File: src/common/pce_io_params.svh
// Widths and counts for the pad scanner, mouse timeout and audio mixer
`ifndef PCE_IO_PARAMS_SVH
`define PCE_IO_PARAMS_SVH

// ========================================
// Controller port
// ========================================

`define PCE_NUM_PADS    5   // Pads behind the Turbo Tap
`define PCE_PAD_BITS    12  // Buttons and directions per pad

// Clear-low cycles before the mouse phase resyncs
`define PCE_MS_TO_BITS  15

// ========================================
// Audio
// ========================================

`define PCE_SRC_W       20  // PSG and CD-DA samples
`define PCE_ADPCM_W     16  // ADPCM sample, scaled by 16 in the mix
`define PCE_MIX_W       22  // Headroom for the three-source sum
`define PCE_DAC_W       19  // Offset-binary word to the sigma-delta DAC

`endif

File: src/common/pce_io_pkg.sv
// Shared types for the controller port logic

package pce_io_pkg;

	// Mouse byte is read as four nibbles, one per clear pulse
	typedef enum logic [1:0] {
		MS_X_HI = 2'd0,
		MS_X_LO = 2'd1,
		MS_Y_HI = 2'd2,
		MS_Y_LO = 2'd3
	} ms_nib_e;

	// Turbo Tap port, 0..4 are pads and above is the idle word
	typedef logic [2:0] port_idx_t;

	// Active-low nibble returned to the core
	typedef logic [3:0] nibble_t;

	// Four nibbles of one port, indexed by {bank, select}
	typedef logic [15:0] pad_word_t;

endpackage

File: src/audio/audio_mixer.sv
// PSG, CD-DA and ADPCM sum with saturation to offset-binary DAC words
`timescale 1ns/1ps
`include "pce_io_params.svh"

module audio_mixer (
	input  logic                           clk_sys,
	input  logic                           rst,
	input  logic signed [`PCE_SRC_W-1:0]   psg_l,
	input  logic signed [`PCE_SRC_W-1:0]   psg_r,
	input  logic signed [`PCE_SRC_W-1:0]   cdda_l,
	input  logic signed [`PCE_SRC_W-1:0]   cdda_r,
	input  logic signed [`PCE_ADPCM_W-1:0] adpcm,
	output logic        [`PCE_DAC_W-1:0]   audio_l,
	output logic        [`PCE_DAC_W-1:0]   audio_r
);

	localparam int MW = `PCE_MIX_W;
	localparam int DW = `PCE_DAC_W;

	logic signed [MW-1:0] adpcm_ext;
	logic signed [MW-1:0] sum_l;
	logic signed [MW-1:0] sum_r;

	// Clamp to DW-bit signed, then flip the sign bit for offset binary
	function automatic logic [DW-1:0] sat_offset(input logic signed [MW-1:0] v);
		logic in_range;
		in_range = (v[MW-1:DW-1] == '0) || (v[MW-1:DW-1] == '1);
		if (in_range)
			sat_offset = {~v[DW-1], v[DW-2:0]};
		else
			sat_offset = {DW{~v[MW-1]}};   // All ones high, all zeros low
	endfunction

	assign adpcm_ext = {{(MW - `PCE_ADPCM_W - 4){adpcm[`PCE_ADPCM_W-1]}}, adpcm, 4'b0000};

	always_ff @(posedge clk_sys) begin
		if (rst) begin
			sum_l <= '0;
			sum_r <= '0;
		end else begin
			sum_l <= MW'(psg_l) + MW'(cdda_l) + adpcm_ext;
			sum_r <= MW'(psg_r) + MW'(cdda_r) + adpcm_ext;
		end
	end

	assign audio_l = sat_offset(sum_l);
	assign audio_r = sat_offset(sum_r);

endmodule

File: src/hdl/pce_io_top.sv
// Controller and audio glue around the console core
`timescale 1ns/1ps
`include "pce_io_params.svh"

module pce_io_top (
	input  logic                             clk_sys,
	input  logic                             rst,
	input  logic                             pad_sel,      // joy_out[0]
	input  logic                             pad_clr,      // joy_out[1]
	output pce_io_pkg::nibble_t              pad_nibble,
	input  logic        [`PCE_PAD_BITS-1:0]  joy_0,
	input  logic        [`PCE_PAD_BITS-1:0]  joy_1,
	input  logic        [`PCE_PAD_BITS-1:0]  joy_2,
	input  logic        [`PCE_PAD_BITS-1:0]  joy_3,
	input  logic        [`PCE_PAD_BITS-1:0]  joy_4,
	input  logic        [7:0]                mouse_dx,
	input  logic        [7:0]                mouse_dy,
	input  logic        [1:0]                mouse_btn,    // [0] left, [1] right
	input  logic                             mouse_strobe,
	input  logic                             joy_swap,
	input  logic                             turbotap,
	input  logic                             buttons6,
	input  logic                             mouse_en,
	input  logic signed [`PCE_SRC_W-1:0]     psg_l,
	input  logic signed [`PCE_SRC_W-1:0]     psg_r,
	input  logic signed [`PCE_SRC_W-1:0]     cdda_l,
	input  logic signed [`PCE_SRC_W-1:0]     cdda_r,
	input  logic signed [`PCE_ADPCM_W-1:0]   adpcm,
	output logic        [`PCE_DAC_W-1:0]     audio_l,
	output logic        [`PCE_DAC_W-1:0]     audio_r
);

	pce_io_pkg::port_idx_t port_idx;
	logic                  high_bank;
	logic                  sel_bit;
	logic                  latch_clear;
	pce_io_pkg::ms_nib_e   ms_phase;
	logic                  ms_commit;
	logic [7:0]            ms_x;
	logic [7:0]            ms_y;

	// ========================================
	// Pad scanning
	// ========================================

	pad_scan_ctrl #(
		.TO_BITS (`PCE_MS_TO_BITS)
	) i_scan (
		.clk_sys     (clk_sys),
		.rst         (rst),
		.pad_sel     (pad_sel),
		.pad_clr     (pad_clr),
		.turbotap    (turbotap),
		.buttons6    (buttons6),
		.port_idx    (port_idx),
		.high_bank   (high_bank),
		.sel_bit     (sel_bit),
		.latch_clear (latch_clear),
		.ms_phase    (ms_phase),
		.ms_commit   (ms_commit)
	);

	pad_data_mux i_mux (
		.clk_sys     (clk_sys),
		.rst         (rst),
		.joy_0       (joy_0),
		.joy_1       (joy_1),
		.joy_2       (joy_2),
		.joy_3       (joy_3),
		.joy_4       (joy_4),
		.mouse_btn   (mouse_btn),
		.joy_swap    (joy_swap),
		.mouse_en    (mouse_en),
		.port_idx    (port_idx),
		.high_bank   (high_bank),
		.sel_bit     (sel_bit),
		.latch_clear (latch_clear),
		.ms_phase    (ms_phase),
		.ms_x        (ms_x),
		.ms_y        (ms_y),
		.pad_nibble  (pad_nibble)
	);

	mouse_accum i_mouse (
		.clk_sys      (clk_sys),
		.rst          (rst),
		.mouse_dx     (mouse_dx),
		.mouse_dy     (mouse_dy),
		.mouse_strobe (mouse_strobe),
		.ms_commit    (ms_commit),
		.ms_x         (ms_x),
		.ms_y         (ms_y)
	);

	// ========================================
	// Audio
	// ========================================

	audio_mixer i_audio (
		.clk_sys (clk_sys),
		.rst     (rst),
		.psg_l   (psg_l),
		.psg_r   (psg_r),
		.cdda_l  (cdda_l),
		.cdda_r  (cdda_r),
		.adpcm   (adpcm),
		.audio_l (audio_l),
		.audio_r (audio_r)
	);

endmodule

File: src/pad/mouse_accum.sv
// Pending mouse deltas, published once per four-nibble read cycle
`timescale 1ns/1ps

module mouse_accum (
	input  logic       clk_sys,
	input  logic       rst,
	input  logic [7:0] mouse_dx,
	input  logic [7:0] mouse_dy,
	input  logic       mouse_strobe,
	input  logic       ms_commit,
	output logic [7:0] ms_x,
	output logic [7:0] ms_y
);

	logic [7:0] pend_x;
	logic [7:0] pend_y;

	// Strobe after commit so a same-cycle sample is kept pending
	always_ff @(posedge clk_sys) begin
		if (rst) begin
			pend_x <= '0;
			pend_y <= '0;
			ms_x   <= '0;
			ms_y   <= '0;
		end else begin
			if (ms_commit) begin
				ms_x   <= pend_x;
				ms_y   <= pend_y;
				pend_x <= '0;
				pend_y <= '0;
			end

			if (mouse_strobe) begin
				pend_x <= 8'd0 - mouse_dx;     // Console X axis is reversed
				pend_y <= mouse_dy;
			end
		end
	end

endmodule

File: src/pad/pad_data_mux.sv
// Pad swap, button remap, port and nibble select, registered output nibble
`timescale 1ns/1ps
`include "pce_io_params.svh"

module pad_data_mux (
	input  logic                         clk_sys,
	input  logic                         rst,
	input  logic [`PCE_PAD_BITS-1:0]     joy_0,
	input  logic [`PCE_PAD_BITS-1:0]     joy_1,
	input  logic [`PCE_PAD_BITS-1:0]     joy_2,
	input  logic [`PCE_PAD_BITS-1:0]     joy_3,
	input  logic [`PCE_PAD_BITS-1:0]     joy_4,
	input  logic [1:0]                   mouse_btn,
	input  logic                         joy_swap,
	input  logic                         mouse_en,
	input  pce_io_pkg::port_idx_t        port_idx,
	input  logic                         high_bank,
	input  logic                         sel_bit,
	input  logic                         latch_clear,
	input  pce_io_pkg::ms_nib_e          ms_phase,
	input  logic [7:0]                   ms_x,
	input  logic [7:0]                   ms_y,
	output pce_io_pkg::nibble_t          pad_nibble
);

	logic [`PCE_PAD_BITS-1:0] pad_btn [`PCE_NUM_PADS];
	pce_io_pkg::nibble_t      ms_nib;
	logic [7:0]               mouse_byte;
	pce_io_pkg::pad_word_t    port_word;

	// Active-low word from the top as zero, 11..8, directions and 7..4
	function automatic pce_io_pkg::pad_word_t remap(input logic [`PCE_PAD_BITS-1:0] b);
		remap = ~{4'hF, b[11:8], b[1], b[2], b[0], b[3], b[7:4]};
	endfunction

	assign pad_btn[0] = joy_swap ? joy_1 : joy_0;
	assign pad_btn[1] = joy_swap ? joy_0 : joy_1;
	assign pad_btn[2] = joy_2;
	assign pad_btn[3] = joy_3;
	assign pad_btn[4] = joy_4;

	// ========================================
	// Mouse byte on port 0
	// ========================================

	always_comb begin
		case (ms_phase)
			pce_io_pkg::MS_X_HI: ms_nib = ms_x[7:4];
			pce_io_pkg::MS_X_LO: ms_nib = ms_x[3:0];
			pce_io_pkg::MS_Y_HI: ms_nib = ms_y[7:4];
			default:             ms_nib = ms_y[3:0];
		endcase
	end

	assign mouse_byte = {ms_nib, ~{pad_btn[0][7:6], mouse_btn[0], mouse_btn[1]}};

	always_comb begin
		if (port_idx >= 3'(`PCE_NUM_PADS)) begin
			port_word = 16'h0FFF;              // Empty tap slot
		end else if (port_idx == 3'd0 && mouse_en) begin
			port_word = {mouse_byte, mouse_byte};
		end else begin
			port_word = remap(pad_btn[port_idx]);
		end
	end

	always_ff @(posedge clk_sys) begin
		if (rst) begin
			pad_nibble <= '0;
		end else if (latch_clear) begin
			pad_nibble <= '0;
		end else begin
			pad_nibble <= port_word[{high_bank, sel_bit, 2'b00} +: 4];
		end
	end

endmodule

File: src/pad/pad_scan_ctrl.sv
// Select/clear edge detection, Turbo Tap port counter, six-button bank
// and mouse nibble phase with resync timeout
`timescale 1ns/1ps
`include "pce_io_params.svh"

module pad_scan_ctrl #(
	parameter int TO_BITS = `PCE_MS_TO_BITS
) (
	input  logic                  clk_sys,
	input  logic                  rst,
	input  logic                  pad_sel,
	input  logic                  pad_clr,
	input  logic                  turbotap,
	input  logic                  buttons6,
	output pce_io_pkg::port_idx_t port_idx,
	output logic                  high_bank,
	output logic                  sel_bit,
	output logic                  latch_clear,
	output pce_io_pkg::ms_nib_e   ms_phase,
	output logic                  ms_commit
);

	logic               sel_d;
	logic               clr_d;
	logic               sel_rise;
	logic               clr_rise;
	logic [TO_BITS-1:0] to_cnt;
	logic               to_full;

	assign sel_rise = pad_sel & ~sel_d;
	assign clr_rise = pad_clr & ~clr_d;
	assign to_full  = &to_cnt;

	// Nibble choice and clear follow the lines directly
	assign sel_bit     = pad_sel;
	assign latch_clear = pad_clr;

	always_ff @(posedge clk_sys) begin
		if (rst) begin
			sel_d <= 1'b0;
			clr_d <= 1'b0;
		end else begin
			sel_d <= pad_sel;
			clr_d <= pad_clr;
		end
	end

	// ========================================
	// Port counter and button bank
	// ========================================

	always_ff @(posedge clk_sys) begin
		if (rst) begin
			port_idx  <= '0;
			high_bank <= 1'b0;
		end else begin
			if (clr_rise) begin
				port_idx <= '0;
			end else if (sel_rise && !pad_clr && turbotap) begin
				port_idx <= port_idx + 3'd1;   // Next pad on the tap
			end

			if (!buttons6) begin
				high_bank <= 1'b0;
			end else if (clr_rise) begin
				high_bank <= ~high_bank;       // Banks alternate per clear
			end
		end
	end

	// ========================================
	// Mouse nibble phase
	// ========================================

	// Long idle on clear means the host restarted its read
	always_ff @(posedge clk_sys) begin
		if (rst) begin
			to_cnt <= '0;
		end else if (pad_clr) begin
			to_cnt <= '0;
		end else if (!to_full) begin
			to_cnt <= to_cnt + 1'b1;
		end
	end

	always_ff @(posedge clk_sys) begin
		if (rst) begin
			ms_phase  <= pce_io_pkg::MS_Y_LO;
			ms_commit <= 1'b0;
		end else begin
			ms_commit <= 1'b0;
			if (clr_rise) begin
				ms_phase <= pce_io_pkg::ms_nib_e'(ms_phase + 2'd1);
				if (ms_phase == pce_io_pkg::MS_Y_LO)
					ms_commit <= 1'b1;         // New sample for the next read cycle
			end else if (to_full) begin
				ms_phase <= pce_io_pkg::MS_Y_LO;
			end
		end
	end

endmodule

File: config.mk
export PLATFORM = sky130hd
export DESIGN_NAME = pce_io_top
export DESIGN_NICKNAME = d
export VERILOG_FILES = /design/src/common/pce_io_pkg.sv /design/src/audio/audio_mixer.sv /design/src/hdl/pce_io_top.sv /design/src/pad/mouse_accum.sv /design/src/pad/pad_data_mux.sv /design/src/pad/pad_scan_ctrl.sv
export VERILOG_INCLUDE_DIRS = /design/src /design/src/common
export SDC_FILE = /design/constraint.sdc
export NUM_CORES = 1
export LEC_CHECK = 0
export BUFFER_PORTS_ARGS = -buffer_cell sky130_fd_sc_hd__buf_2
export CAP_MARGIN = 10
export CORE_MARGIN = 2
export CORE_UTILIZATION = 55
export DETAILED_ROUTE_END_ITERATION = 8
export GPL_ROUTABILITY_DRIVEN = 0
export GPL_TIMING_DRIVEN = 0
export PLACE_DENSITY = 0.85
export RECOVER_POWER = 50
export SYNTH_ARGS = -nofsm -noshare
export SYNTH_HDL_FRONTEND = slang
export SYNTH_SLANG_ARGS = --single-unit
File: constraint.sdc
create_clock -name clk_sys -period 6.8 [get_ports clk_sys]
set_clock_uncertainty 0.2 [all_clocks]
set_input_delay 0 -clock clk_sys [delete_from_list [all_inputs] [get_ports clk_sys]]
set_output_delay 0 -clock clk_sys [all_outputs]
set_load 0.03 [all_outputs]
---- Word level (Yosys, flattened, before mapping) ----
Index checks and enable logic that the tools add are counted.
word-level totals
  word-level logic and storage cells ...... 77
  output and inout bits ................... 42
  register bits ........................... 104
  input port bits ......................... 183
cells by class
  multiplexer cells ....................... 16
  $add $sub $neg .......................... 8
  shifts and indexed selects .............. 1
  reduce and logical (&&, ||, !) cells .... 17
  $lt $le $gt $ge ......................... 2
  eq/ne operators ......................... 5
  bitwise operators ....................... 14
operators by type and width
  cell                                             count
  two-way mux 12 bit                               4
  adder 21 x 20 -> 22 bit                          2
  adder 20 x 20 -> 21 bit                          2
  two-way mux 19 bit                               2
  binary-select mux 12 bit (select 3 bit)          1
  two-way mux 16 bit                               2
  two-way mux 8 bit                                3
  inverter 16 bit                                  1
  variable part select 16 x 5 -> 4 bit             1
  adder 15 x 1 -> 15 bit, second input constant    1
  AND reduction 15 bit                             1
  one-hot mux 4 bit (3 select lines)               1
  inverter 1 bit                                   9
  == test 4 bit, second input constant             2
  logical NOT 4 bit                                2
  OR reduction 2 bit                               4
  subtractor 1 x 8 -> 8 bit, first input constant  1
  == test 2 bit, second input constant             2
  >= comparator 4 bit, second input constant       1
  two-way mux 2 bit                                2
  inverter 3 -> 4 bit                              1
  inverter 4 bit                                   1
  nonzero test 2 bit                               2
  adder 3 x 1 -> 3 bit, second input constant      1
  other kinds (10)                                 14

---- Depth between registers and ports, before layout ----
  word-level depth ........................ 8
  mapped depth ............................ 11
  gate-level depth less buffers ........... 11

---- Hierarchy ----
Synthesis repeated with hierarchy kept, for this count alone.
unflattened totals
  cells, all modules ...................... 856
  area, all modules ....................... 7627.3 sq um
modules (own cells, without submodules)
  module         seq. area each (sq um)  times used  cells each  area each (sq um)
  audio_mixer    880.8                   1           504         4299.1
  mouse_accum    640.6                   1           129         1253.7
  pad_scan_ctrl  480.5                   1           115         1107.3
  pad_data_mux   80.1                    1           108         967.2

---- Worst setup path after synthesis ----
Ideal clock, no wire load.
  kind .................................... input-to-reg
  start ................................... input port psg_r[8]
  end ..................................... register i_audio.sum_r[18]
  library setup time ...................... 0.121 ns
  path slack .............................. 4.195 ns
  arrival time ............................ 2.284 ns
  path buffers ............................ 1
  stages on the path ...................... 10
  required time ........................... 6.479 ns
  cells stage by stage .................... fa_1 ha_1 clkbuf_1 a21oi_1 nand2_1 and3_1 o32ai_2 o211ai_1 a31oi_1 mux2_2
on the way
  longest elaborated chain between the ends .. 2
ends and longest elaborated chain
  item                     line               RTL
  start, declared          pce_io_top.sv:25   input logic signed [`PCE_SRC_W-1:0] psg_r,
  adder 20 x 20 -> 21 bit  audio_mixer.sv:42  sum_r <= MW'(psg_r) + MW'(cdda_r) + adpcm_ext;
  adder 21 x 20 -> 22 bit  audio_mixer.sv:42
  end signal, assigned     audio_mixer.sv:42
  end, declared            audio_mixer.sv:22  logic signed [MW-1:0] sum_r;
No other way between the ends.
A chain may end at the register's enable or synchronous reset.

---- Final worst setup path ----
  start ................................... input port cdda_r[1]
  end ..................................... register i_audio.sum_r[21]
on the way
  longest elaborated chain between the ends .. 2
ends and longest elaborated chain
  item                     line               RTL
  start, declared          pce_io_top.sv:27   input logic signed [`PCE_SRC_W-1:0] cdda_r,
  adder 20 x 20 -> 21 bit  audio_mixer.sv:42
  adder 21 x 20 -> 22 bit  audio_mixer.sv:42
No other way between the ends.

==> results.md <==
### Status
* status: finished, final reports clean

### Logic synthesis
* xor/xnor share of the synthesized area: 0.0607
* Distinct cells, synth: 54
* flip-flop cell with the highest count after synthesis: sky130_fd_sc_hd__dfxtp_1
* mux contribution to synthesized area: 0.0781
* cell type with the highest aggregate area in the netlist: sky130_fd_sc_hd__dfxtp_1
* compound-gate portion of the synthesized area: 0.165
* biggest area contributors in the synthesized netlist: sky130_fd_sc_hd__dfxtp_1 (29%), sky130_fd_sc_hd__ha_1 (9.9%), sky130_fd_sc_hd__fa_1 (9.4%)
* fraction of registers with async set or reset after synthesis: 0
* Synth warnings: 0
* synthesized net count: 1097
* Yosys reg bits: 104
* Post-Synthesis Cell Area: 7210 um2
* average cell area after synthesis: 8.76 um2
* dominant combinational cell family by area after synthesis: adder cells
* instance count of the mapped netlist: 823
* number of enable-type register cells in the synthesized netlist: 0
* portion of synthesized cell area occupied by the leading cell type: 0.289
* share of synthesized area occupied by flip-flops and latches: 0.289
* synthesized-area fraction occupied by adder cells: 0.193
* Post-Synth Simple-Gate Area: 0.177

### Power and ir drop
* part of the power in registers: 0.286
* relative contribution of the clock network to total power: 0.252
* Pwr per Cell Area: 264 nW/um2
* post-layout power: 2480 uW
* Sw Ratio: 0.404
* combinational fraction of design power: 0.462
* Peak supply drop: 0.198 mV
* total net switching power: 1000 uW
* leakage dissipation: 0.00423 uW
* internal power: 1480 uW

### Worst setup path
* Worst path slowest cell: sky130_fd_sc_hd__dlygate4sd3_1
* data arrival time at the worst-slack endpoint: 3840 ps
* delay of the slowest critical-path stage: 570 ps
* kind of end point of the critical path: flop
* category of the most critical setup path: in -> reg
* Data required, critical path: 6880 ps
* critical path cell sequence: dlygate4sd3_1 -> buf_2 -> ha_1 -> dlygate4sd3_1 -> ha_1 -> fa_1 -> a211oi_1 -> nor2_1 -> o31ai_1 -> a31oi_1 -> a2111o_1 -> a21oi_1
* critical path startpoint category: input port
* maximum fanout encountered on the critical timing path: 3

### Timing
* setup total negative slack: 0 ps
* number of failing setup endpoints in the final timing report: 0
* RSZ-0062 raised after global routing: no
* crit share post-route: 0.553
* final number of hold-violating endpoints: 0
* slew at the pin with the worst max-slew slack: 1090 ps
* Fmax achieved: 266 MHz
* Post-Route Hold Slack: 7.67 ps
* Final Slew Violations: 0
* Max transition margin: 0.271
* minimum period implied by the final worst setup slack: 3760 ps

### Floorplan
* I/O pin count: 225
* die extent in y: 119 um
* Die Footprint: 14000 um2
* Std-Cell Rows: 41
* Initial Utilization: 0.567
* die width: 119 um
* total core area: 12700 um2

### Drt
* remaining design rule violation count: 0
* DR pass1 iterations: 7
* number of nets still failing antenna checks after routing: 0
* detailed-route wire length: 22.9 mm
* WL per Instance: 17.8 um
* DRT iter0 DRCs: 702
* total vias in the final route: 7386
* vias per cell: 5.75

### Job
* max-capacitance violation count: 0

### Global routing
* initial antenna violation count: 1
* number of global-route vias before repair: 7455
* global-route wire length before repair: 36.0 mm
* GRT Overall Usage: 0.325
* pin count of the biggest net entering global routing: 18
* remaining global-route overflow: 0

### Cells and area
* Area Overhead vs Synth: 30.1%
* diode count: 0
* proportion of layout cells with a drive suffix above 1: 0.235
* count of nets after finishing: 1382
* number of filler instances in the final layout: 954
* Layout Cell Area excl Fill: 9390 um2

### Placement
* number of buffer cells added on primary ports: 223
* DP Wirelength: 15.7 mm
* Cell Area, Placed: 8550 um2

### Clock network
* clk_lat worst skew: 350 ps
* H-tree depth: 3
* post-cts repair resize count: 0
* TritonCTS clock tree: yes
* Root Driver: sky130_fd_sc_hd__clkbuf_16
* Worst-path clk slew: 70 ps
* buffer depth of the longest clock path: 2
* total clock sinks: 104
* Inserted Clock Buffers: 9

### Worst hold path
* class of the worst hold path: in -> reg

per-stage QoR:
| stage | setup WS [ps] | cells | utilization |
|---|---|---|---|
| floorplan | 4190 | 823 | - |
| global placement | 3810 | 1218 | 0.672 |
| detailed placement | 3810 | 1219 | 0.672 |
| CTS | 3150 | 1285 | 0.740 |
| global route | 2910 | 1285 | 0.738 |
| finish | 3040 | 1285 | 0.738 |
metal layers:
layer,vias to the layer above,track usage,share of wire
met3,91,0.0859,0.085
met4,2,0.157,0.048
met5,-,0,0.00048
li1,3461,-,-
met1,3416,0.356,0.37
met2,416,0.582,0.49
power by group through the flow:
stage	Clock (uW)	Sequential, uW	Combinational, uW
floorplan	0	714	780
global placement	0	718	1080
detailed placement	0	722	1100
CTS	626	708	1130
global route	655	716	1250
finish	625	709	1150
what timing repair did:
action                    in CTS  in global routing
buffers inserted               0                  0
hold endpoints to repair      35                  0
hold buffers                  50                  0
critical path: cells and delay by family:
| kind | cells | cell delay, ps |
|---|---|---|
| buffers and inverters | 3 | 1220 |
| AO/OA/AOI/OAI | 5 | 1520 |
| AND/OR/NAND/NOR | 1 | 120 |
| adder cells (fa/ha/maj) | 3 | 960 |
flip-flops by register name, summed over array words and instances, names as in the netlist:
| signal | count |
|---|---|
| i_scan.high_bank | 1 |
| i_audio.sum_r | 22 |
| i_mouse.ms_x | 8 |
| i_scan.ms_commit | 1 |
| i_scan.sel_d | 1 |
| i_mouse.pend_x | 8 |
| i_scan.ms_phase | 2 |
| i_scan.to_cnt | 15 |
| i_mouse.ms_y | 8 |
| i_audio.sum_l | 22 |
| i_mouse.pend_y | 8 |
| i_scan.clr_d | 1 |
| i_scan.port_idx | 3 |
| i_mux.pad_nibble | 4 |
cell usage in the layout, fill, tap and decap left out, types with 16 or more instances in the layout:
cell type | netlist | routed
sky130_fd_sc_hd__buf_2 | 4 | 214
sky130_fd_sc_hd__nor2_1 | 105 | 105
sky130_fd_sc_hd__dfxtp_1 | 104 | 104
sky130_fd_sc_hd__nand2_1 | 71 | 71
sky130_fd_sc_hd__o21ai_0 | 64 | 64
sky130_fd_sc_hd__a21oi_1 | 57 | 57
sky130_fd_sc_hd__ha_1 | 57 | 57
sky130_fd_sc_hd__dlygate4sd3_1 | 0 | 50
sky130_fd_sc_hd__clkbuf_1 | 29 | 45
sky130_fd_sc_hd__fa_1 | 34 | 34
sky130_fd_sc_hd__inv_1 | 31 | 31
sky130_fd_sc_hd__xnor2_1 | 27 | 27
sky130_fd_sc_hd__mux2i_1 | 24 | 24
sky130_fd_sc_hd__xor2_1 | 23 | 23
sky130_fd_sc_hd__nor3b_1 | 17 | 17
sky130_fd_sc_hd__nor3_1 | 16 | 16
layout make-up:
class | instances | area (um2) | area share
Multi-Input combinational cell | 648 | 4850 | 0.517
Tap cell | 172 | 215 | 0.0229
Inverter | 32 | 120 | 0.0128
Clock buffer | 11 | 253 | 0.0269
Buffer | 39 | 150 | 0.0160
Timing Repair Buffer | 274 | 1610 | 0.171
Sequential cell | 104 | 2080 | 0.222
Clock inverter | 5 | 110 | 0.0117
cell usage after synthesis (4+ instances only):
library cell / number
sky130_fd_sc_hd__a21oi_1: 57
sky130_fd_sc_hd__mux2i_1: 24
sky130_fd_sc_hd__nand2_1: 71
sky130_fd_sc_hd__buf_2: 4
sky130_fd_sc_hd__xnor2_1: 27
sky130_fd_sc_hd__nor2_1: 105
sky130_fd_sc_hd__o221ai_1: 4
sky130_fd_sc_hd__dfxtp_1: 104
sky130_fd_sc_hd__a21o_1: 13
sky130_fd_sc_hd__nor2b_1: 14
sky130_fd_sc_hd__nor3b_1: 17
sky130_fd_sc_hd__a31oi_1: 15
sky130_fd_sc_hd__xor2_1: 23
sky130_fd_sc_hd__and4_1: 5
sky130_fd_sc_hd__mux2_2: 12
sky130_fd_sc_hd__nand4_1: 8
sky130_fd_sc_hd__o211ai_1: 4
sky130_fd_sc_hd__nand3_1: 8
sky130_fd_sc_hd__ha_1: 57
sky130_fd_sc_hd__a211oi_1: 5
sky130_fd_sc_hd__and3_1: 7
sky130_fd_sc_hd__buf_1: 6
sky130_fd_sc_hd__fa_1: 34
sky130_fd_sc_hd__a222oi_1: 4
sky130_fd_sc_hd__clkbuf_1: 29
sky130_fd_sc_hd__mux4_2: 6
sky130_fd_sc_hd__inv_1: 31
sky130_fd_sc_hd__or2_2: 6
sky130_fd_sc_hd__nor3_1: 16
sky130_fd_sc_hd__o21ai_0: 64
sky130_fd_sc_hd__o21bai_1: 5
cell families (layout without fill, tap and decap cells):
family                   after synthesis  in the layout
buffers and inverters                 71            361
adder cells (fa/ha/maj)               91             91
AO/OA/AOI/OAI                        193            193
flip-flops                           104            104
XOR/XNOR                              50             50
multiplexers                          44             44
AND/OR/NAND/NOR                      270            270
worst paths after layout:
check / from / slack, ps / to / cells past startpoint
min: psg_r[2] / 8 / i_audio.sum_r[2] / 4
max reg2reg: i_scan.port_idx[0] / 3110 / i_mux.pad_nibble[2] / 7
min reg2reg: i_scan.to_cnt[14] / 300 / i_scan.to_cnt[14] / 2
max: cdda_r[1] / 3040 / i_audio.sum_r[21] / 12
No activity file was read; power rests on OpenSTA's default activity.
